**src/hw/cpu_isa_pkg.sv**
```systemverilog
package cpu_isa_pkg;

    localparam int DATA_W  = 8;
    localparam int NREGS   = 8;
    localparam int REG_AW  = $clog2(NREGS);
    localparam int PROG_AW = 8;
    localparam int DATA_AW = 8;
    localparam int INSTR_W = 16;

    localparam int PROG_DEPTH = 2 ** PROG_AW;
    localparam int DATA_DEPTH = 2 ** DATA_AW;

    typedef enum logic [3:0] {
        ADD  = 4'h0,
        SUB  = 4'h1,
        AND  = 4'h2,
        OR   = 4'h3,
        XOR  = 4'h4,
        LDI  = 4'h5,
        LD   = 4'h6,
        ST   = 4'h7,
        OUT  = 4'h8,
        HALT = 4'h9
    } opcode_e;

    // Register to register form used by the ALU operations
    typedef struct packed {
        opcode_e           op;
        logic [REG_AW-1:0] rd;
        logic [REG_AW-1:0] rs1;
        logic [REG_AW-1:0] rs2;
        logic [2:0]        spare;
    } r_form_t;

    // Immediate form, rd is the source register for ST and OUT
    typedef struct packed {
        opcode_e           op;
        logic [REG_AW-1:0] rd;
        logic              spare;
        logic [DATA_W-1:0] imm;
    } m_form_t;

    typedef union packed {
        r_form_t r_form;
        m_form_t m_form;
    } instr_t;

endpackage

```
**src/hw/cpu_ifs.sv**
```systemverilog
`timescale 1ns/1ps

// Phase levels shared by every stage of the core
interface phase_if;
    logic fetch_ph;
    logic alu_ph;
    logic ram_ph;
    logic reg_ph;

    modport gen (
        output fetch_ph,
        output alu_ph,
        output ram_ph,
        output reg_ph
    );

    modport user (
        input fetch_ph,
        input alu_ph,
        input ram_ph,
        input reg_ph
    );
endinterface


```
**src/hw/instr_fetch.sv**
```systemverilog
`timescale 1ns/1ps

module instr_fetch import cpu_isa_pkg::*; (
    input  logic               clk_100M,
    input  logic               rst_n,
    input  logic               prog_we,
    input  logic [PROG_AW-1:0] prog_addr,
    input  instr_t             prog_data,
    phase_if.user              ph,
    output instr_t             instr
);

    instr_t             prog_mem [PROG_DEPTH];
    logic [PROG_AW-1:0] pc;
    logic               fetch_d;
    logic               fetch_rise;

    assign fetch_rise = ph.fetch_ph && !fetch_d;

    // Load port, only written while the core is stopped
    always_ff @(posedge clk_100M) begin
        if (prog_we) begin
            prog_mem[prog_addr] <= prog_data;
        end
    end

    always_ff @(posedge clk_100M or negedge rst_n) begin
        if (!rst_n) begin
            fetch_d <= 1'b0;
        end else begin
            fetch_d <= ph.fetch_ph;
        end
    end

    // One instruction per frame, pc simply wraps at the end of memory
    always_ff @(posedge clk_100M or negedge rst_n) begin
        if (!rst_n) begin
            pc    <= '0;
            instr <= '0;
        end else if (fetch_rise) begin
            instr <= prog_mem[pc];
            pc    <= pc + 1'b1;
        end
    end

endmodule

```
**src/flat_wrapper.sv**
```systemverilog
// flat-port wrapper written by rule: the top's interface ports become plain ports
module instr_fetch_flat import cpu_isa_pkg::*;
  (clk_100M, rst_n, prog_we, prog_addr, prog_data, instr, ph_fetch_ph, ph_alu_ph, ph_ram_ph, ph_reg_ph);
  phase_if ph_i ();
  input  logic clk_100M;
  input  logic rst_n;
  input  logic prog_we;
  input  logic [PROG_AW-1:0] prog_addr;
  input  instr_t prog_data;
  output instr_t instr;
  input wire logic [$bits(ph_i.fetch_ph)-1:0] ph_fetch_ph;
  input wire logic [$bits(ph_i.alu_ph)-1:0] ph_alu_ph;
  input wire logic [$bits(ph_i.ram_ph)-1:0] ph_ram_ph;
  input wire logic [$bits(ph_i.reg_ph)-1:0] ph_reg_ph;
  assign ph_i.fetch_ph = ph_fetch_ph;
  assign ph_i.alu_ph = ph_alu_ph;
  assign ph_i.ram_ph = ph_ram_ph;
  assign ph_i.reg_ph = ph_reg_ph;
  instr_fetch u_core (.clk_100M(clk_100M), .rst_n(rst_n), .prog_we(prog_we), .prog_addr(prog_addr), .prog_data(prog_data), .ph(ph_i), .instr(instr));
endmodule
```
**config.mk**
```make
export PLATFORM = sky130hd
export DESIGN_NAME = instr_fetch_flat
export DESIGN_NICKNAME = d
export VERILOG_FILES = /design/src/hw/cpu_isa_pkg.sv /design/src/hw/cpu_ifs.sv /design/src/hw/instr_fetch.sv /design/src/flat_wrapper.sv
export SDC_FILE = /design/constraint.sdc
export NUM_CORES = 2
export LEC_CHECK = 0
export BUFFER_PORTS_ARGS = -buffer_cell sky130_fd_sc_hd__buf_4
export CAP_MARGIN = 15
export CORE_MARGIN = 10
export CORE_UTILIZATION = 57
export DETAILED_ROUTE_END_ITERATION = 8
export MAX_ROUTING_LAYER = met4
export PLACE_DENSITY = 0.76
export SLEW_MARGIN = 20
export SYNTH_ARGS = -nofsm -noshare
export SYNTH_HDL_FRONTEND = slang
export SYNTH_SLANG_ARGS = --single-unit
```
**constraint.sdc**
```tcl
create_clock -name clk_100M -period 2.41 [get_ports clk_100M]
set_clock_uncertainty 0.1 [all_clocks]
set_input_delay 0.3615 -clock clk_100M [delete_from_list [all_inputs] [get_ports clk_100M]]
set_output_delay 0.3615 -clock clk_100M [all_outputs]
set_load 0.02 [all_outputs]
```
======== Word-level counts from Yosys, hierarchy flattened ========
Memory sizes are Yosys's and may differ from the RTL's. A register that Yosys moved wholly into a read port is not among the register bits.
Index checks and enable logic that the tools add are counted.
operators by class
  $add $sub $neg .......................... 1
  multipliers ............................. 0
  div/mod/pow operators ................... 0
  order comparisons ....................... 0
  equal/unequal tests ..................... 0
  shifts and indexed selects .............. 0
  muxes and demuxes ....................... 2
  bitwise logic cells ..................... 0
  reductions and logical operators ........ 3
operators by type and width
  operator                                                       number
  8-bit by 1-bit adder with 8-bit output, second input constant  1
  1-bit zero test                                                2
  1-bit two-way mux                                              2
  1-bit logical AND                                              1
storage, ports and cells
  bits in registers ....................... 9
  latch bits .............................. 0
  RAM bits ................................ 4096
  memory bits (read-only) ................. 0
  input port bits ......................... 31
  output and inout bits ................... 16
  logic and storage cells ................. 9
  memories ................................ 1
memories
  memory           words  bits a word  read ports  clocked after Yosys merged registers in  wr ports  line               RTL
  u_core.prog_mem  256    16           1           1                                        1         instr_fetch.sv:13  instr_t prog_mem [PROG_DEPTH];

======== Logic depth before layout (Yosys ltp) ========
  depth in word-level cells ............... 2
  gate-level depth with buffers ........... 12
  depth with buffers taken out ............ 6

======== Least setup slack after synthesis ========
Ideal clock, no wire load.
  path kind ............................... register -> register
  from .................................... register u_core.pc[0]
  to ...................................... register u_core.instr[14] in the netlist's numbering, read port of u_core.prog_mem
  setup time .............................. 122 ps
  data arrival time ....................... 2446 ps
  data required time ...................... 2188 ps
  slack ................................... -257 ps
  stages on the path, launching flop included .. 10
  buffers on the path ..................... 3
  clock period less this slack ............ 2667 ps
  cell sequence ........................... dfrtp_1 -> buf_6 -> buf_6 -> buf_2 -> mux4_2 -> mux2i_1 -> o22ai_1 -> a2111oi_0 -> nand2_1 -> a32o_1
RTL lines
  item                    line               RTL
  start, declared         instr_fetch.sv:14  logic [PROG_AW-1:0] pc;
  start signal, assigned  instr_fetch.sv:42  pc <= pc + 1'b1;
  end, declared           instr_fetch.sv:10  output instr_t instr

==> results.cfg <==
[route]
ant_nets = 0
drc = 0
drt_iter0_drc = 15799
vias_per_cell = 7.050
wl_per_cell_um = 38.92
routed_wl_um = 497400
drt_pass1_iterations = 7
vias = 90114

[global_route]
grt_use_total_pct = 32.83
grt_overflow = 0
antenna_found_initial = 31
grt_first_pass_wirelength_um = 681200
grt_pass1_vias = 88348
grt_max_degree = 105

[worst_setup_path]
worstPathRequired_ns = 3.13
path_delay_family = compound AO/OA/AOI/OAI gates
cpPeakStageDelay_ns = 0.49
worstPathArrival_ns = 4.30
cp_cell_sequence = buf_6, buf_12, buf_12, buf_12, buf_12, mux4_2, mux2i_1, o22ai_4, o22ai_2, buf_6, o211ai_1, a22o_1
rr_startpoint = u_core.pc[0]
crit_fanout = 8
worstPathBufferInverterCount = 6
crit_type = reg2reg
crit_path_start = u_core.pc[0]
crit_top_cell = buf_12
cp-start-kind = flop
cp-end-kind = flop
slowest_stage = mux4_2

[min_path]
min-delay-start = prog_addr[3]
hold_path.class = in2reg

[sta]
relSlewSlack_pct = 26.22
fmax_mhz = 278.7
tightestPinTransition_ns = 1.098
period_share_pct = 148.9
finalSetupViolCount = 20
hold_viol = 0
drv_slew = 0
post-route-min-period_ns = 3.588
fin_ws_ns = -1.178
rsz0062_at_grt = yes

[clocking]
clk_path_buf_depth = 4
clock_sinks = 4121
cts_root_buffer = clkbuf_16
cts_buffers = 404
cts.htree.levels = 5
cts_tree = built
clkLatencyLatePin_ns = 0.97
clkTransAtPathRegs_ns = 0.06

[floorplanning]
start_util_pct = 57.33
die_w_um = 547.8
rows = 193
fp.dieH_um = 547.8
io_pins = 47
fp.dieArea_sq_um = 300100
core_area_sq_um = 277000

[synth]
ys_seq_elements = 4121
ys_async_sr_fraction_pct = 0.6066
synth_edf_count = 4096
synth_area_leader_cell = edfxtp_1
synth_top_area_share_pct = 77.45
synthTopCellsByCount = 4096 x edfxtp_1, 935 x mux4_2, 315 x mux2i_1
syn_inst = 7233
synth_area_leaders = edfxtp_1 77%, mux4_2 13%, mux2i_1 2.0%
synth.avg_cell_area_sq_um = 21.96
syn-cell-area_sq_um = 158800
yosysWarnings = 0
yosys.cell_count.top_type = edfxtp_1
yosysUniqueCellTypes = 79
synth_ff_type = edfxtp_1
seq_area_frac_synth_pct = 77.85
syn-num-nets = 7265

[power_and_ir_drop]
swShare_pct = 31.04
p_seq_share_pct = 36.7
leakage_uw = 0.06314
pwr_density_cell_nw_per_um2 = 1120
switchingPower_uw = 67380
pwr-share-clk_pct = 29.5
pwr-share-comb_pct = 33.7
p_int_uw = 149700
vdd_ir_drop_max_mv = 0.8937

[placed_design]
hpwl_um = 288700
place_congestion = 0.9542
placed_cell_area_sq_um = 175700
dp_cells = 11825
numPortBuffers = 43

[cells_and_area]
fin_nets = 8741
synthToLayoutAreaGrowth_pct = 22.05
design_area_sq_um = 193800
layout-drive-gt1-share_pct = 37.91
fill_cells = 15053
fin_cells = 12782

[status]
violations = negative setup slack
status = finished, violations left

[flow_run]
maxCapViolCount = 0
area by class of cell:
type / count / area (sq um) / share of cell area (%)
sequential: 4121 / 123600 / 63.80
multi-input combinational: 2676 / 35070 / 18.09
timing repair buffer: 1498 / 17140 / 8.843
clock buffer: 487 / 10650 / 5.495
tap: 3705 / 4636 / 2.392
clock inverter: 251 / 2549 / 1.315
antenna: 36 / 90.09 / 0.04648
inverter: 8 / 37.54 / 0.01937
power groups by stage:
stage	Sequential, uW	Combinational, uW	Clock (uW)
2_1_floorplan	80900	34300	0
3_3_place_gp	81200	59400	0
3_5_place_dp	81200	60400	0
4_1_cts	79700	66700	63700
5_1_grt	79700	74500	66700
6_report	79800	73200	64100
metal layers:
layer,part of all wire (%),track usage (%),up-vias
li1,-,-,33595
met2,46,48.41,8610
met4,7.4,18.80,0
met5,0,-,-
met1,32,40.48,46137
met3,15,10.46,1772
flip-flops by register name, summed over array words and instances, names as in the netlist:
signal,count
u_core.fetch_d,1
u_core.instr,16
u_core.pc,8
u_core.prog_mem,4096
what timing repair did:
| item | CTS | global route |
|---|---|---|
| pin swaps | 37 | 90 |
| hold buffers | 19 | 0 |
| gates resized for setup | 315 | 262 |
| setup buffers | 46 | 116 |
| hold endpoints to repair | 1077 | 0 |
| setup endpoints to repair | 17 | 17 |
| cloned | 15 | 4 |
cells by family (layout without fill, tap and decap cells):
group	count (synthesis)	after routing	share of synthesized area, %
simple gates	776	776	2.153
buf+inv	436	2244	1.651
flops	4121	4121	77.85
fa+ha+maj	1	1	0.007878
compound gates	589	589	2.644
mux	1303	1303	15.66
xor+xnor	7	7	0.03861
other cells	0	36	0
layout by cell type (no fill, tap or decap), types with 61 or more instances in the layout:
master,n
mux2i_1,269
nor2_1,249
edfxtp_1,4096
a21oi_1,65
nor2_2,61
clkbuf_1,68
clkbuf_16,415
a22oi_1,79
nand2_1,221
clkinv_1,96
buf_12,379
o22ai_1,61
buf_4,981
clkinv_2,64
mux4_2,935
metrics by stage:
| step | utilization, % | hold slack, ns | setup WS, ns | total power [uW] | setup TNS [ns] |
|---|---|---|---|---|---|
| after floorplan | - | -0.03409 | -0.2162 | 115200 | -432.28 |
| after global placement | 63.42 | 0.2797 | -1.609 | 140600 | -17.98 |
| after detailed placement | 63.42 | 0.2763 | -1.560 | 141600 | -18.62 |
| after CTS | 69.11 | 0.01086 | -0.9092 | 210100 | -13.51 |
| after global routing | 69.97 | 0.05706 | -1.097 | 220900 | -14.76 |
| final | 69.98 | 0.04662 | -1.178 | 217100 | -15.05 |
tightest hold or removal path: cells and delay by family:
| kind | cells | cell delay (ns) |
|---|---|---|
| buffers and inverters | 2 | 0.32 |
| AND/OR/NAND/NOR | 2 | 0.22 |
path summary, 6_finish.rpt:
path | endpoint | slack, ns | cells past startpoint
setup / recovery | u_core.instr[7] | -1.18 | 12
hold / removal | u_core.prog_mem[204][3] | 0.05 | 4
setup reg to reg | u_core.instr[7] | -1.18 | 12
hold reg to reg | u_core.pc[7] | 0.57 | 2
max in group asynchronous | u_core.pc[2] | 1.46 | 4
min in group asynchronous | u_core.instr[10] | 0.47 | 4
No activity file was read; power rests on OpenSTA's default activity.
