===== src/hw/cpu_isa_pkg.sv =====
package cpu_isa_pkg;

    localparam int DATA_W  = 8;
    localparam int NREGS   = 8;
    localparam int REG_AW  = $clog2(NREGS);
    localparam int PROG_AW = 8;
    localparam int DATA_AW = 8;
    localparam int INSTR_W = 16;

    localparam int PROG_DEPTH = 2 ** PROG_AW;
    localparam int DATA_DEPTH = 2 ** DATA_AW;

    typedef enum logic [3:0] {
        ADD  = 4'h0,
        SUB  = 4'h1,
        AND  = 4'h2,
        OR   = 4'h3,
        XOR  = 4'h4,
        LDI  = 4'h5,
        LD   = 4'h6,
        ST   = 4'h7,
        OUT  = 4'h8,
        HALT = 4'h9
    } opcode_e;

    // Register to register form used by the ALU operations
    typedef struct packed {
        opcode_e           op;
        logic [REG_AW-1:0] rd;
        logic [REG_AW-1:0] rs1;
        logic [REG_AW-1:0] rs2;
        logic [2:0]        spare;
    } r_form_t;

    // Immediate form, rd is the source register for ST and OUT
    typedef struct packed {
        opcode_e           op;
        logic [REG_AW-1:0] rd;
        logic              spare;
        logic [DATA_W-1:0] imm;
    } m_form_t;

    typedef union packed {
        r_form_t r_form;
        m_form_t m_form;
    } instr_t;

endpackage


===== src/hw/cpu_ifs.sv =====
`timescale 1ns/1ps

// Phase levels shared by every stage of the core
interface phase_if;
    logic fetch_ph;
    logic alu_ph;
    logic ram_ph;
    logic reg_ph;

    modport gen (
        output fetch_ph,
        output alu_ph,
        output ram_ph,
        output reg_ph
    );

    modport user (
        input fetch_ph,
        input alu_ph,
        input ram_ph,
        input reg_ph
    );
endinterface

// Data memory port between the execute unit and the RAM
interface mem_if import cpu_isa_pkg::*; ();
    logic               we;
    logic [DATA_AW-1:0] addr;
    logic [DATA_W-1:0]  wdata;
    logic [DATA_W-1:0]  rdata;

    modport master (
        output we,
        output addr,
        output wdata,
        input  rdata
    );

    modport slave (
        input  we,
        input  addr,
        input  wdata,
        output rdata
    );
endinterface


===== src/hw/data_ram.sv =====
`timescale 1ns/1ps

module data_ram import cpu_isa_pkg::*; (
    input  logic   clk_100M,
    input  logic   rst_n,
    phase_if.user  ph,
    mem_if.slave   mem
);

    logic [DATA_W-1:0] ram [DATA_DEPTH];
    logic              ram_d;
    logic              ram_rise;

    assign ram_rise = ph.ram_ph && !ram_d;

    always_ff @(posedge clk_100M) begin
        if (ram_rise && mem.we) begin
            ram[mem.addr] <= mem.wdata;
        end
    end

    // Read data is captured once per frame and held until the next RAM phase
    always_ff @(posedge clk_100M or negedge rst_n) begin
        if (!rst_n) begin
            ram_d     <= 1'b0;
            mem.rdata <= '0;
        end else begin
            ram_d <= ph.ram_ph;
            if (ram_rise && !mem.we) begin
                mem.rdata <= ram[mem.addr];
            end
        end
    end

endmodule


===== src/flat_wrapper.sv =====
// flat-port wrapper written by rule: the top's interface ports become plain ports
module data_ram_flat import cpu_isa_pkg::*;
  (clk_100M, rst_n, ph_fetch_ph, ph_alu_ph, ph_ram_ph, ph_reg_ph, mem_we, mem_addr, mem_wdata, mem_rdata);
  phase_if ph_i ();
  mem_if mem_i ();
  input  logic clk_100M;
  input  logic rst_n;
  input wire logic [$bits(ph_i.fetch_ph)-1:0] ph_fetch_ph;
  input wire logic [$bits(ph_i.alu_ph)-1:0] ph_alu_ph;
  input wire logic [$bits(ph_i.ram_ph)-1:0] ph_ram_ph;
  input wire logic [$bits(ph_i.reg_ph)-1:0] ph_reg_ph;
  input wire logic [$bits(mem_i.we)-1:0] mem_we;
  input wire logic [$bits(mem_i.addr)-1:0] mem_addr;
  input wire logic [$bits(mem_i.wdata)-1:0] mem_wdata;
  output wire logic [$bits(mem_i.rdata)-1:0] mem_rdata;
  assign ph_i.fetch_ph = ph_fetch_ph;
  assign ph_i.alu_ph = ph_alu_ph;
  assign ph_i.ram_ph = ph_ram_ph;
  assign ph_i.reg_ph = ph_reg_ph;
  assign mem_i.we = mem_we;
  assign mem_i.addr = mem_addr;
  assign mem_i.wdata = mem_wdata;
  assign mem_rdata = mem_i.rdata;
  data_ram u_core (.clk_100M(clk_100M), .rst_n(rst_n), .ph(ph_i), .mem(mem_i));
endmodule

===== config.mk =====
export PLATFORM = sky130hd
export DESIGN_NAME = data_ram_flat
export DESIGN_NICKNAME = d
export VERILOG_FILES = /design/src/hw/cpu_isa_pkg.sv /design/src/hw/cpu_ifs.sv /design/src/hw/data_ram.sv /design/src/flat_wrapper.sv
export SDC_FILE = /design/constraint.sdc
export NUM_CORES = 2
export LEC_CHECK = 0
export BUFFER_PORTS_ARGS = -buffer_cell sky130_fd_sc_hd__clkbuf_2
export CORE_ASPECT_RATIO = 2
export CORE_UTILIZATION = 57
export CTS_CLUSTER_SIZE = 28
export DETAILED_ROUTE_END_ITERATION = 6
export HOLD_SLACK_MARGIN = 0.15
export PLACE_DENSITY = 0.76
export SYNTH_ARGS = -nofsm -noshare
export SYNTH_HDL_FRONTEND = slang
export SYNTH_SLANG_ARGS = --single-unit

===== constraint.sdc =====
create_clock -name clk_100M -period 2.2 [get_ports clk_100M]
set_input_delay 0.22 -clock clk_100M [delete_from_list [all_inputs] [get_ports clk_100M]]
set_output_delay 0.22 -clock clk_100M [all_outputs]
set_load 0.1 [all_outputs]

After elaboration in Yosys (flattened, before gate mapping):

Memory sizes are Yosys's and may differ from the RTL's. A register that Yosys moved wholly into a read port is not among the register bits.
Cells that the tools add are included.

* muxes and demuxes: 2
* reduce and logical (&&, ||, !) cells: 6

Operators by type and width (count)
* logical AND 1 bit: 3
* logical NOT 1 bit: 3
* 2-to-1 mux 1 bit: 2

* register bits: 1
* memory bits (writable): 2048
* input port bits: 23
* output and inout bits: 8
* word-level logic and storage cells: 10
* memories kept: 1

Memories
* u_core.ram: words 256, bits a word 8, rd ports 1, clocked after memory_dff 1, wr ports 1, line data_ram.sv:10 `logic [DATA_W-1:0] ram [DATA_DEPTH];`

Longest topological paths before layout:

* depth in word-level cells: 5
* gate-level depth with buffers: 12
* gate-level depth less buffers: 7

Worst setup path after synthesis:

Ideal clock, no wire load.

* path kind: input-to-reg
* start point: input port mem_addr[2]
* end point: memory u_core.ram[156][0] (enable)
* library setup time: 0.395 ns
* data arrival time: 2.267 ns
* required time: 1.805 ns
* slack: -0.462 ns
* cell stages on the path: 6
* path buffers: 4
* cell sequence: buf_2 -> buf_2 -> clkbuf_1 -> clkbuf_1 -> nand2_1 -> nor4_1

RTL lines
* start: declaration: line flat_wrapper.sv:13 `input wire logic [$bits(mem_i.addr)-1:0] mem_addr;`
* end: declaration: line data_ram.sv:10

Straight into the memory's write port.

==> impl_metrics.env <==
export IMPL_synth_area_leaders="edfxtp_1 77%, mux4_2 13%, mux2i_1 2.2%"
export IMPL_yosysTopAreaCell="edfxtp_1"
export IMPL_yosys_most_used_dff="edfxtp_1"
export IMPL_ys_ff_latch=2057
export IMPL_antenna_found_initial=9
export IMPL_async_flop_share_pct=0.438
export IMPL_die_y_um=532
export IMPL_hold_viol_final=0
export IMPL_core_area_mm2=0.140
export IMPL_irDropWorstVdd_uv=648
export IMPL_synthesis_nets=3808
export IMPL_p_seq_share_pct=54.9
export IMPL_portBuffers=27
export IMPL_critPathTopFamily="compound AO/OA/AOI/OAI gates"
export IMPL_grt_setup_unrepaired="true"
export IMPL_period_share_pct=107
export IMPL_p_int_uw=61400
export IMPL_fin_hold_ws_ps=212
export IMPL_avgSynthCellArea_um2=21.2
export IMPL_setup_slack_ps=-160
export IMPL_swShare_pct=21.7
export IMPL_cts_root_buf="clkbuf_16"
export IMPL_firstDrtPassIters=6
export IMPL_finalClockSkew_ps=29.3
export IMPL_dp_hpwl_um=162000
export IMPL_drtIter0Drc=5602
export IMPL_crit_fanout=1
export IMPL_fin_tns_setup_ps=-703
export IMPL_fillerInstances=7781
export IMPL_routed_wl_um=239000
export IMPL_p_per_area_mw_per_mm2=806
export IMPL_boundaryPins=31
export IMPL_synth_top_area_share_pct=76.8
export IMPL_synth_edf_count=2048
export IMPL_max_clock_freq_mhz=424
export IMPL_grt_max_degree=101
export IMPL_final_nets=4582
export IMPL_netlist_area_mm2=0.0801
export IMPL_clk_path_buf_depth=4
export IMPL_routabilityCongestion=0.960
export IMPL_htreeDepth=4
export IMPL_slew_headroom_pct=36.6
export IMPL_grt_pass1_wl_um=334000
export IMPL_drv_cap=0
export IMPL_cts_tree="built"
export IMPL_syn_to_final_growth_pct=21.6
export IMPL_clkLatencyLatePin_ps=810
export IMPL_drc=0
export IMPL_fin_crit_ps=2360
export IMPL_start_util_pct=57.4
export IMPL_endpoint_kind="flop"
export IMPL_synth_cell_type_count=69
export IMPL_layout_drive_gt1_share_pct=38.9
export IMPL_overflow=0
export IMPL_cts_inserted_buffers=169
export IMPL_ys_warn_count=0
export IMPL_max_stage_delay_ps=570
export IMPL_setup_viol=7
export IMPL_cp_required_ps=2890
export IMPL_vias=44400
export IMPL_hold_class="input pin to flop"
export IMPL_critPathKind="flop to flop"
export IMPL_die_w_um=267
export IMPL_tightest_slew_ps=938
export IMPL_synthCells=3785
export IMPL_path_clk_slew_ps=70
export IMPL_rows=194
export IMPL_p_leak_uw=0.0316
export IMPL_cts_sinks=2057
export IMPL_critPathArrivalTime_ps=3050
export IMPL_cp_buffers_inverters=0
export IMPL_p_switching_uw=17000
export IMPL_crit_path_top_delay_cell="or4_4"
export IMPL_cp_cell_sequence="mux4_2, a22oi_2, o311ai_4, or4_4, a31oi_4, o32ai_2"
export IMPL_wl_per_cell_um=36.4
export IMPL_comb_power_share_pct=6.7
export IMPL_failed_checks="negative setup slack"
export IMPL_first_global_vias=45700
export IMPL_drv_slew=0
export IMPL_ant_nets=0
export IMPL_clkPwrFrac_pct=38.4
export IMPL_routed_via_density=6.78
export IMPL_track_usage_pct=34.2
export IMPL_dieArea_mm2=0.142
export IMPL_status="finished with violations"
export IMPL_synth_seq_area_share_pct=77.1
export IMPL_worstSetupStartpointType="flop"
export IMPL_post_cts_buffers=0
## per-layer routing
metal  vias to the layer above  track usage, %  share of wire [%]
met5                         -               0              0.034
met4                        12            31.9                 11
met3                       985            6.27                8.3
met2                      3188            57.8                 51
met1                     22900            35.7                 29
li1                      17400               -                  -
## what timing repair did
action,4_1_cts,5_1_grt
hold buffers,14,0
resized for setup,62,22
hold endpoints to repair,859,0
pin swaps,29,14
setup endpoints to repair,8,8
## stage by stage
stage               power (µW)  util (%)  setup slack, ps  std cells  area (µm²)
global placement         48800      65.5            -1240       6239       91400
floorplan                46300         -             -131       3785       81600
detailed placement       48900      65.5            -1340       6239       91400
CTS                      78400      69.7             -203       6550       97300
global route             79900      69.8             -161       6551       97400
finish                   78500      69.8             -160       6552       97400
## path summary, 6_finish.rpt
path                                     start                   to  slack, ps  cells after the start
max                         u_core.ram[124][1]  u_core.mem.rdata[1]       -160                      6
min                                     mem_we  u_core.mem.rdata[2]        210                      6
max reg2reg                 u_core.ram[124][1]  u_core.mem.rdata[1]       -160                      6
min reg2reg                u_core.mem.rdata[2]  u_core.mem.rdata[2]        580                      2
max in group asynchronous                rst_n  u_core.mem.rdata[6]       1190                      3
min in group asynchronous                rst_n  u_core.mem.rdata[3]        590                      3
## power groups by stage
stage	sequential [µW]	clock, µW	combinational (µW)
2_1_floorplan	44100	0	2170
3_3_place_gp	44000	0	4860
3_5_place_dp	44000	0	4970
4_1_cts	43100	30200	5120
5_1_grt	43100	31500	5330
6_report	43100	30100	5240
## cells in the final DEF (no fill, tap or decap), drive strengths merged, types with 18 or more instances in the layout
master and n:
edfxtp 2048, buf 794, mux4 455, nor2 268, clkbuf 227, mux2i 176
a22oi 83, nand2 75, o22ai 62, clkinv 61, nand3 44, a21oi 36
nor3 31, o21ai 28, o221ai 19, a211oi 18
## layout make-up
class / instances / area [µm²] / share of cell area [%]
clock buffers: 203 / 4420 / 4.54
clock inverters: 97 / 951 / 0.977
flip-flops and latches: 2057 / 61700 / 63.4
diodes: 2 / 5.00 / 0.00514
repair buffers: 832 / 9140 / 9.38
well taps: 1862 / 2330 / 2.39
inverters: 4 / 15.0 / 0.0154
multi-input cells: 1495 / 18800 / 19.3
## synthesized netlist by cell type, types with 4 or more instances
cell type and instances:
a21o_1 6, and2_1 8, nor3_1 31, nand3_1 43, and3_1 6, buf_6 31
nor2b_1 16, o22a_1 17, nand2_1 75, buf_4 57, buf_1 4, nor4_1 17
o31ai_1 5, dfrtp_1 9, buf_2 60, o221ai_1 19, clkbuf_1 72, nor2_1 268
a21oi_1 36, nand4_1 4, o2111ai_1 4, a22o_1 9, nand2b_1 13, or3_1 4
a211oi_1 18, o32ai_1 4, or4_1 5, o211ai_1 11, a221oi_1 7, mux4_2 454
a22oi_1 83, edfxtp_1 2048, o22ai_1 62, mux2i_1 176, mux2_2 11, a31oi_1 15
o21ai_0 28
## tightest hold or removal path, stage by stage
cell,delay (ps)
clkbuf_2,130
nor3b_2,60
buf_4,180
buf_4,210
nor2_1,110
o32ai_1,70
## state kept, by name (all words and copies together), names as in the netlist
register / count
u_core.mem.rdata: 8
u_core.ram_d: 1
u_core.ram: 2048
## cell families after synthesis
logic type | after synthesis | synth area share [%]
compound gates | 345 | 3.07
simple gates | 508 | 2.86
buf+inv | 233 | 1.81
flops | 2057 | 77.1
mux | 642 | 15.2
Power figures use the tool's default switching activity.
