===== config.mk =====
export PLATFORM = sky130hd
export DESIGN_NAME = exec_unit_flat
export DESIGN_NICKNAME = d
export VERILOG_FILES = /design/src/hw/cpu_isa_pkg.sv /design/src/hw/cpu_ifs.sv /design/src/hw/exec_unit.sv /design/src/flat_wrapper.sv
export SDC_FILE = /design/constraint.sdc
export NUM_CORES = 1
export LEC_CHECK = 0
export ABC_AREA = 1
export BUFFER_PORTS_ARGS = -buffer_cell sky130_fd_sc_hd__buf_2
export CAP_MARGIN = 20
export CORE_AREA = 5 5 139 115
export DETAILED_ROUTE_END_ITERATION = 8
export DIE_AREA = 0 0 144 120
export HOLD_SLACK_MARGIN = 0.12
export PLACE_DENSITY = 0.67
export SLEW_MARGIN = 0
export SYNTH_ARGS = -nofsm -noshare
export SYNTH_HDL_FRONTEND = slang
export SYNTH_SLANG_ARGS = --single-unit

===== constraint.sdc =====
create_clock -name clk_100M -period 6 [get_ports clk_100M]
set_clock_uncertainty 0.15 [all_clocks]
set_input_delay 1.2 -clock clk_100M [delete_from_list [all_inputs] [get_ports clk_100M]]
set_output_delay 1.2 -clock clk_100M [all_outputs]
set_load 0.01 [all_outputs]

===== src/hw/cpu_isa_pkg.sv =====
package cpu_isa_pkg;

    localparam int DATA_W  = 8;
    localparam int NREGS   = 8;
    localparam int REG_AW  = $clog2(NREGS);
    localparam int PROG_AW = 8;
    localparam int DATA_AW = 8;
    localparam int INSTR_W = 16;

    localparam int PROG_DEPTH = 2 ** PROG_AW;
    localparam int DATA_DEPTH = 2 ** DATA_AW;

    typedef enum logic [3:0] {
        ADD  = 4'h0,
        SUB  = 4'h1,
        AND  = 4'h2,
        OR   = 4'h3,
        XOR  = 4'h4,
        LDI  = 4'h5,
        LD   = 4'h6,
        ST   = 4'h7,
        OUT  = 4'h8,
        HALT = 4'h9
    } opcode_e;

    // Register to register form used by the ALU operations
    typedef struct packed {
        opcode_e           op;
        logic [REG_AW-1:0] rd;
        logic [REG_AW-1:0] rs1;
        logic [REG_AW-1:0] rs2;
        logic [2:0]        spare;
    } r_form_t;

    // Immediate form, rd is the source register for ST and OUT
    typedef struct packed {
        opcode_e           op;
        logic [REG_AW-1:0] rd;
        logic              spare;
        logic [DATA_W-1:0] imm;
    } m_form_t;

    typedef union packed {
        r_form_t r_form;
        m_form_t m_form;
    } instr_t;

endpackage


===== src/hw/cpu_ifs.sv =====
`timescale 1ns/1ps

// Phase levels shared by every stage of the core
interface phase_if;
    logic fetch_ph;
    logic alu_ph;
    logic ram_ph;
    logic reg_ph;

    modport gen (
        output fetch_ph,
        output alu_ph,
        output ram_ph,
        output reg_ph
    );

    modport user (
        input fetch_ph,
        input alu_ph,
        input ram_ph,
        input reg_ph
    );
endinterface

// Data memory port between the execute unit and the RAM
interface mem_if import cpu_isa_pkg::*; ();
    logic               we;
    logic [DATA_AW-1:0] addr;
    logic [DATA_W-1:0]  wdata;
    logic [DATA_W-1:0]  rdata;

    modport master (
        output we,
        output addr,
        output wdata,
        input  rdata
    );

    modport slave (
        input  we,
        input  addr,
        input  wdata,
        output rdata
    );
endinterface


===== src/hw/exec_unit.sv =====
`timescale 1ns/1ps

module exec_unit import cpu_isa_pkg::*; (
    input  logic              clk_100M,
    input  logic              rst_n,
    phase_if.user             ph,
    input  instr_t            instr,
    mem_if.master             mem,
    output logic              out_valid,
    output logic [DATA_W-1:0] out_data,
    output logic              halted
);

    logic [DATA_W-1:0] regs [NREGS];
    logic [DATA_W-1:0] src_a;
    logic [DATA_W-1:0] src_b;
    logic [DATA_W-1:0] src_d;
    logic [DATA_W-1:0] alu_out;
    logic [DATA_W-1:0] result;
    opcode_e           op;
    logic              alu_d;
    logic              reg_d;
    logic              alu_rise;
    logic              reg_rise;

    assign op = instr.r_form.op;

    // ALU operands come from the register form, ST and OUT read rd of the immediate form
    assign src_a = regs[instr.r_form.rs1];
    assign src_b = regs[instr.r_form.rs2];
    assign src_d = regs[instr.m_form.rd];

    assign alu_rise = ph.alu_ph && !alu_d;
    assign reg_rise = ph.reg_ph && !reg_d;

    always_comb begin
        alu_out = '0;
        case (op)
            ADD:     alu_out = src_a + src_b;
            SUB:     alu_out = src_a - src_b;
            AND:     alu_out = src_a & src_b;
            OR:      alu_out = src_a | src_b;
            XOR:     alu_out = src_a ^ src_b;
            LDI:     alu_out = instr.m_form.imm;
            OUT:     alu_out = src_d;
            default: alu_out = '0;
        endcase
    end

    // Result and memory request are set up once per frame in the ALU phase
    always_ff @(posedge clk_100M) begin
        if (alu_rise) begin
            result    <= alu_out;
            mem.addr  <= instr.m_form.imm;
            mem.wdata <= src_d;
        end
        if (reg_rise && op == OUT) begin
            out_data <= result;
        end
    end

    always_ff @(posedge clk_100M or negedge rst_n) begin
        if (!rst_n) begin
            alu_d  <= 1'b0;
            reg_d  <= 1'b0;
            mem.we <= 1'b0;
        end else begin
            alu_d <= ph.alu_ph;
            reg_d <= ph.reg_ph;
            if (alu_rise) begin
                mem.we <= (op == ST);
            end
        end
    end

    // Write-back, output strobe and halt
    always_ff @(posedge clk_100M or negedge rst_n) begin
        if (!rst_n) begin
            regs      <= '{default: '0};
            out_valid <= 1'b0;
            halted    <= 1'b0;
        end else begin
            out_valid <= 1'b0;
            if (reg_rise) begin
                case (op)
                    ADD, SUB, AND, OR, XOR: regs[instr.r_form.rd] <= result;
                    LDI:                    regs[instr.m_form.rd] <= result;
                    LD:                     regs[instr.m_form.rd] <= mem.rdata;
                    OUT:                    out_valid <= 1'b1;
                    HALT:                   halted <= 1'b1;
                    default: ;
                endcase
            end
        end
    end

endmodule


===== src/flat_wrapper.sv =====
// flat-port wrapper written by rule: the top's interface ports become plain ports
module exec_unit_flat import cpu_isa_pkg::*;
  (clk_100M, rst_n, instr, out_valid, out_data, halted, ph_fetch_ph, ph_alu_ph, ph_ram_ph, ph_reg_ph, mem_we, mem_addr, mem_wdata, mem_rdata);
  phase_if ph_i ();
  mem_if mem_i ();
  input  logic clk_100M;
  input  logic rst_n;
  input  instr_t instr;
  output logic out_valid;
  output logic [DATA_W-1:0] out_data;
  output logic halted;
  input wire logic [$bits(ph_i.fetch_ph)-1:0] ph_fetch_ph;
  input wire logic [$bits(ph_i.alu_ph)-1:0] ph_alu_ph;
  input wire logic [$bits(ph_i.ram_ph)-1:0] ph_ram_ph;
  input wire logic [$bits(ph_i.reg_ph)-1:0] ph_reg_ph;
  output wire logic [$bits(mem_i.we)-1:0] mem_we;
  output wire logic [$bits(mem_i.addr)-1:0] mem_addr;
  output wire logic [$bits(mem_i.wdata)-1:0] mem_wdata;
  input wire logic [$bits(mem_i.rdata)-1:0] mem_rdata;
  assign ph_i.fetch_ph = ph_fetch_ph;
  assign ph_i.alu_ph = ph_alu_ph;
  assign ph_i.ram_ph = ph_ram_ph;
  assign ph_i.reg_ph = ph_reg_ph;
  assign mem_we = mem_i.we;
  assign mem_addr = mem_i.addr;
  assign mem_wdata = mem_i.wdata;
  assign mem_i.rdata = mem_rdata;
  exec_unit u_core (.clk_100M(clk_100M), .rst_n(rst_n), .ph(ph_i), .instr(instr), .mem(mem_i), .out_valid(out_valid), .out_data(out_data), .halted(halted));
endmodule

# Word-level counts from Yosys, hierarchy flattened
# Cells that the tools add are included.
dict set report totals {
  word_cells 66
  reg_bits 101
  memories 0
  latchBits 0
  output_inout_bits 27
  ram_bits 0
  inputBits 30
  romBits 0
}
dict set report classes {
  n_bitwise 6
  add_sub_neg 2
  eq_ne 9
  n_mul 0
  n_reduce_logical 11
  shift 0
  n_mux 17
  n_lt_le_gt_ge 4
  div_mod_pow 0
}
# op n
set op_table {}
lappend op_table {{$bwmux 64} 2}
lappend op_table {{$pmux 64 s2} 1}
lappend op_table {{$bmux 8 s3} 3}
lappend op_table {{$mux 8} 7}
lappend op_table {{$pmux 8 s7} 1}
lappend op_table {{$demux 8 s3} 1}
lappend op_table {{$eq 4x3->1 const B} 4}
lappend op_table {{$ge 4x4->1 const B} 3}
lappend op_table {{$not 3->4} 3}
lappend op_table {{$add 8x8->8} 1}
lappend op_table {{$and 8x8->8} 1}
lappend op_table {{$eq 4x2->1 const B} 2}
lappend op_table {{$eq 4x4->1 const B} 2}
lappend op_table {{$or 8x8->8} 1}
lappend op_table {{$sub 8x8->8} 1}
lappend op_table {{$xor 8x8->8} 1}
lappend op_table {{$reduce_or 6->1} 1}
lappend op_table {{$eq 4x1->1 const B} 1}
lappend op_table {{$logic_and 1x1->1} 4}
lappend op_table {{$logic_not 4->1} 1}
lappend op_table {{$lt 4x1->1 const B} 1}
lappend op_table {{$reduce_and 2->1} 2}
lappend op_table {{$logic_not 1->1} 2}
lappend op_table {{$mux 1} 2}
lappend op_table {{$reduce_bool 2->1} 1}

# Logic depth before layout (Yosys ltp)
dict set report logic_depth {
  depth_word 7
  depth_mapped 21
  mapped_depth_nobuf 19
}

# Least setup slack after synthesis
# OpenSTA, ideal clock, no wires.
dict set report synth_path {
  path_kind {input -> register}
  startpoint {input instr[6] (netlist bit)}
  endpoint {register u_core.result[6], data pin}
  t_required_ns 5.583
  path_buffers 3
  arrival_time_ns 3.527
  setup_ns 0.267
  setup_slack_ns 2.055
  cell_stages 21
  path_cell_list {clkbuf_2 -> inv_1 -> buf_4 -> buf_2 -> a21oi_1 -> o21ai_0 -> nand2_1 -> nand2_1 -> o21ai_1 -> inv_1 -> ha_1 -> fa_1 -> nor2_1 -> o21ai_0 -> nand2_1 -> nand2_1 -> nand2_1 -> a21o_1 -> a21oi_1 -> o21ai_0 -> nand4_1}
}
dict set report synth_between {
  elab_chain_cells 6
  word_cells_on_any_way 10
  cone_classes {2 x add/sub; 4 x mux; 4 x bitwise}
}
# element line_no
set synth_lines {}
lappend synth_lines {{start: declaration} flat_wrapper.sv:8} ;# input instr_t instr;
lappend synth_lines {{$not 3->4 (implied by the code)} exec_unit.sv:29} ;# assign src_a = regs[instr.r_form.rs1];
lappend synth_lines {{$bmux 8 s3} exec_unit.sv:29}
lappend synth_lines {{$mux 8 (implied by the code) (2 in a row)} exec_unit.sv:29}
lappend synth_lines {{$sub 8x8->8, or another cell as far along} exec_unit.sv:40} ;# SUB: alu_out = src_a - src_b;
lappend synth_lines {{$pmux 8 s7 (*)} exec_unit.sv:38} ;# case (op)
lappend synth_lines {{end signal: assignment} exec_unit.sv:53} ;# result <= alu_out;
lappend synth_lines {{end: declaration} exec_unit.sv:19} ;# logic [DATA_W-1:0] result;
# Mark *: on every way between the ends. The rest lies on a longest branch, timed or not. The select of a mux whose other input is x is not followed.
# A chain may end at the register's enable or synchronous reset.

# Worst setup path in the final report
dict set report layout_path {
  startpoint {input instr[7] (netlist bit)}
  endpoint {register u_core.result[6], data pin}
}
dict set report layout_between {
  elab_chain_cells 6
  word_cells_on_any_way 10
  cone_classes {2 x add/sub; 4 x mux; 4 x bitwise}
}
# element line_no
set layout_lines {}
lappend layout_lines {{$not 3->4 (implied by the code) (*)} exec_unit.sv:29}
lappend layout_lines {{$bmux 8 s3 (*)} exec_unit.sv:29}
lappend layout_lines {{$mux 8 (implied by the code) (*) (2 in a row)} exec_unit.sv:29}
lappend layout_lines {{$sub 8x8->8, or another cell as far along} exec_unit.sv:40}
lappend layout_lines {{$pmux 8 s7 (*)} exec_unit.sv:38}
# Marks and branches as above.

==> flow_summary.yaml <==
sta:
  slew_viol_final: 0
  setup_viol: 0
  setup_slack_ns: 1.54
  rsz0062_at_grt: "false"
  fin_setup_tns_ns: 0
  fmax_mhz: 224
  period_needed_ns: 4.46
  relSlewSlack_pct: 17.7
  hold_viol_final: 0
  fin_crit_sh_pct: 74.4
  tightest_slew_ns: 1.23
pwr:
  total_power_w: 0.00215
  power.density_nw_per_um2: 303
  p_leak_nw: 3.53
  max-vdd-ir-drop_mv: 0.169
worst_hold_path:
  holdPathStages: 0
  hp-class: "reg -> reg"
logic_synthesis:
  synthArstFlopShare_pct: 68.3
  syn_area_um2: 6340
  netlist_instances: 836
  yosys_warnings: 0
  ys_seq_elements: 101
  synth_area_per_cell_um2: 7.59
  yosys_most_used_dff: "dfrtp_1"
  syn-num-nets: 891
  yosysSeqAreaShare_pct: 42.4
  synth_edf_count: 32
  synth_cell_types: 42
clocking:
  cts_buffers: 9
  cts_max_path_buffers: 2
  cts-root-buf: "clkbuf_16"
  cts_tree: "yes"
  cts_hold_buf: 0
  ctsResizeCount: 0
  post_cts.repair.setup_buffers: 0
  htree_levels: 3
  clk_pin_slew_ns: 0.08
  worstSkewPairLatency_ns: 0.35
  clkSinkCount: 101
floorplanning:
  core_um2: 14600
  initial_core_util_pct: 43.6
  num_rows: 40
  io_pins: 57
  die_h_um: 120
  die-area_um2: 17300
  die_w_um: 144
finish:
  nets: 940
  drive_gt1_share_pct: 11.3
  fin_util_pct: 48.6
  syn2layout_area_growth_pct: 11.7
  finalNonFillerCells: 1079
  num_antenna_cells: 0
detailed_routing:
  vias: 5915
  firstDrtPassIters: 6
  routed_wl_mm: 18.8
  drtIter0Drc: 859
  antenna_left: 0
  via_per_inst: 5.48
  post_drt_wl_per_cell_um: 17.4
  drc_errors: 0
global_route:
  grt_max_degree: 70
  antenna_found_initial: 0
  grt_pass1_vias: 5465
  grt_pass1_wl_mm: 29.6
  track_usage_pct: 22.1
  overflow: 0
worst_setup_path:
  cp-startpoint: "instr[7]"
  worstReg2RegStart: "u_core.regs[49]$_DFFE_PN0P_"
  critPathLaunchType: "primary input"
  rr_worst_depth: 18
  r2r_end: "u_core.result[6]$_SDFFCE_PN0P_"
  required_ns: 5.94
  endpoint_kind: "flip-flop"
  crit_end: "u_core.result[6]$_SDFFCE_PN0P_"
  arrival_ns: 4.40
  r2r_slack_ns: 2.71
  crit_fanout: 19
  crit_type: "in -> reg"
flow_run:
  cap_violations: 0
placed_design:
  dpl_worst_slack_ns: 1.32
  dpl.hpwl_mm: 13.5
  gp_congestion: 0.935
  dp_cells: 1061
  io_buffers: 54
run_status:
  outcome: "finished, final reports clean"
cells in the final DEF, fill, tap and decap left out, types with 15 or more instances in the layout:
| master | count |
|---|---|
| buf_2 | 53 |
| a21oi_1 | 72 |
| nand3_1 | 57 |
| nand2_1 | 193 |
| nor2_1 | 71 |
| ha_1 | 24 |
| edfxtp_1 | 32 |
| inv_1 | 130 |
| a221oi_1 | 15 |
| o21ai_0 | 71 |
| dfrtp_1 | 69 |
cells in the mapped netlist (2+ instances only):
cell | number | area, µm²
o2111ai_1 | 6 | 52.6
edfxtp_1 | 32 | 961
dfrtp_1 | 69 | 1730
a211oi_1 | 2 | 15.0
buf_8 | 2 | 30.0
buf_2 | 13 | 65.1
inv_1 | 130 | 488
buf_6 | 2 | 22.5
o21ai_1 | 3 | 15.0
mux2i_1 | 6 | 60.1
nand2_2 | 9 | 56.3
nand2_1 | 193 | 724
inv_2 | 2 | 7.51
a22oi_1 | 5 | 37.5
nand3_1 | 57 | 285
a21oi_1 | 72 | 360
a221oi_1 | 15 | 131
o22ai_1 | 12 | 75.1
o21ai_2 | 2 | 17.5
clkbuf_1 | 4 | 15.0
nand4_1 | 4 | 25.0
ha_1 | 24 | 300
o21ai_0 | 71 | 355
buf_4 | 5 | 37.5
xor2_1 | 5 | 43.8
o211ai_1 | 2 | 15.0
buf_1 | 2 | 7.51
nand3_2 | 2 | 20.0
nor2_1 | 72 | 270
sequential cells by signal, indices dropped and copies added, names as in the netlist:
signal,count
u_core.alu_d,1
u_core.halted,1
u_core.mem.addr,8
u_core.mem.wdata,8
u_core.mem.we,1
u_core.out_data,8
u_core.out_valid,1
u_core.reg_d,1
u_core.regs,64
u_core.result,8
kinds of logic (layout without fill, tap and decap cells):
family / after synthesis / in the layout / share of synthesized area (%)
compound gates: 197 / 197 / 17.9
xor+xnor: 5 / 5 / 0.690
fa+ha+maj: 25 / 25 / 5.05
buf+inv: 161 / 215 / 10.7
flops: 101 / 101 / 42.4
mux: 7 / 7 / 1.12
simple gates: 340 / 340 / 22.2
report_power, final:
part           leakage (nW)  internal [W]  switching (W)  total (W)
logic                  2.27      0.000214       0.000402   0.000615
clock network         0.148      0.000331       0.000282   0.000612
registers              1.11      0.000838      0.0000834   0.000922
total                  3.53       0.00138       0.000767    0.00215
per-stage QoR:
| step | hold WS [ns] | area, µm² |
|---|---|---|
| finish | 0.309 | 7080 |
| global route | 0.315 | 7080 |
| CTS | 0.310 | 7070 |
| detailed placement | 0.290 | 6760 |
| global placement | 0.286 | 6740 |
| floorplan | 0.270 | 6340 |
per-layer routing:
| metal | part of all wire [%] | global-route usage (%) |
|---|---|---|
| met5 | 0 | 0 |
| met4 | 1.9 | 6.29 |
| met3 | 9.4 | 4.34 |
| met2 | 43 | 32.1 |
| met1 | 46 | 33.1 |
cell type report:
cell class / count / area [µm²]
clock buffers: 9 / 225
clock inverters: 7 / 81.3
fillers: 1425 / 7480
inverters: 132 / 495
multi-input cells: 574 / 2980
flip-flops and latches: 101 / 2690
well taps: 189 / 236
repair buffers: 67 / 378
how the worst min path moves through the flow:
stage                                              start                            to  slack [ns]
after floorplan           u_core.result[2]$_SDFFCE_PN0P_  u_core.out_data[2]$_DFFE_PP_        0.27
after global placement    u_core.result[4]$_SDFFCE_PN0P_  u_core.out_data[4]$_DFFE_PP_        0.29
after detailed placement  u_core.result[7]$_SDFFCE_PN0P_  u_core.out_data[7]$_DFFE_PP_        0.29
after CTS                 u_core.result[7]$_SDFFCE_PN0P_  u_core.out_data[7]$_DFFE_PP_        0.31
after global routing      u_core.result[7]$_SDFFCE_PN0P_  u_core.out_data[7]$_DFFE_PP_        0.32
final                     u_core.result[7]$_SDFFCE_PN0P_  u_core.out_data[7]$_DFFE_PP_        0.31
critical path, cell delays in order:
cell,delay (ns)
buf_2,0.39
inv_1,0.48
a21oi_1,0.24
o21ai_0,0.11
nand2_1,0.08
inv_1,0.05
o21ai_1,0.19
inv_1,0.10
ha_1,0.24
fa_1,0.47
nor2_1,0.15
o21ai_0,0.11
nand2_1,0.07
nand2_1,0.06
nand2_1,0.06
a21o_1,0.11
a21oi_1,0.05
o21ai_0,0.08
nand4_1,0.12
No activity file was read; power rests on OpenSTA's default activity.
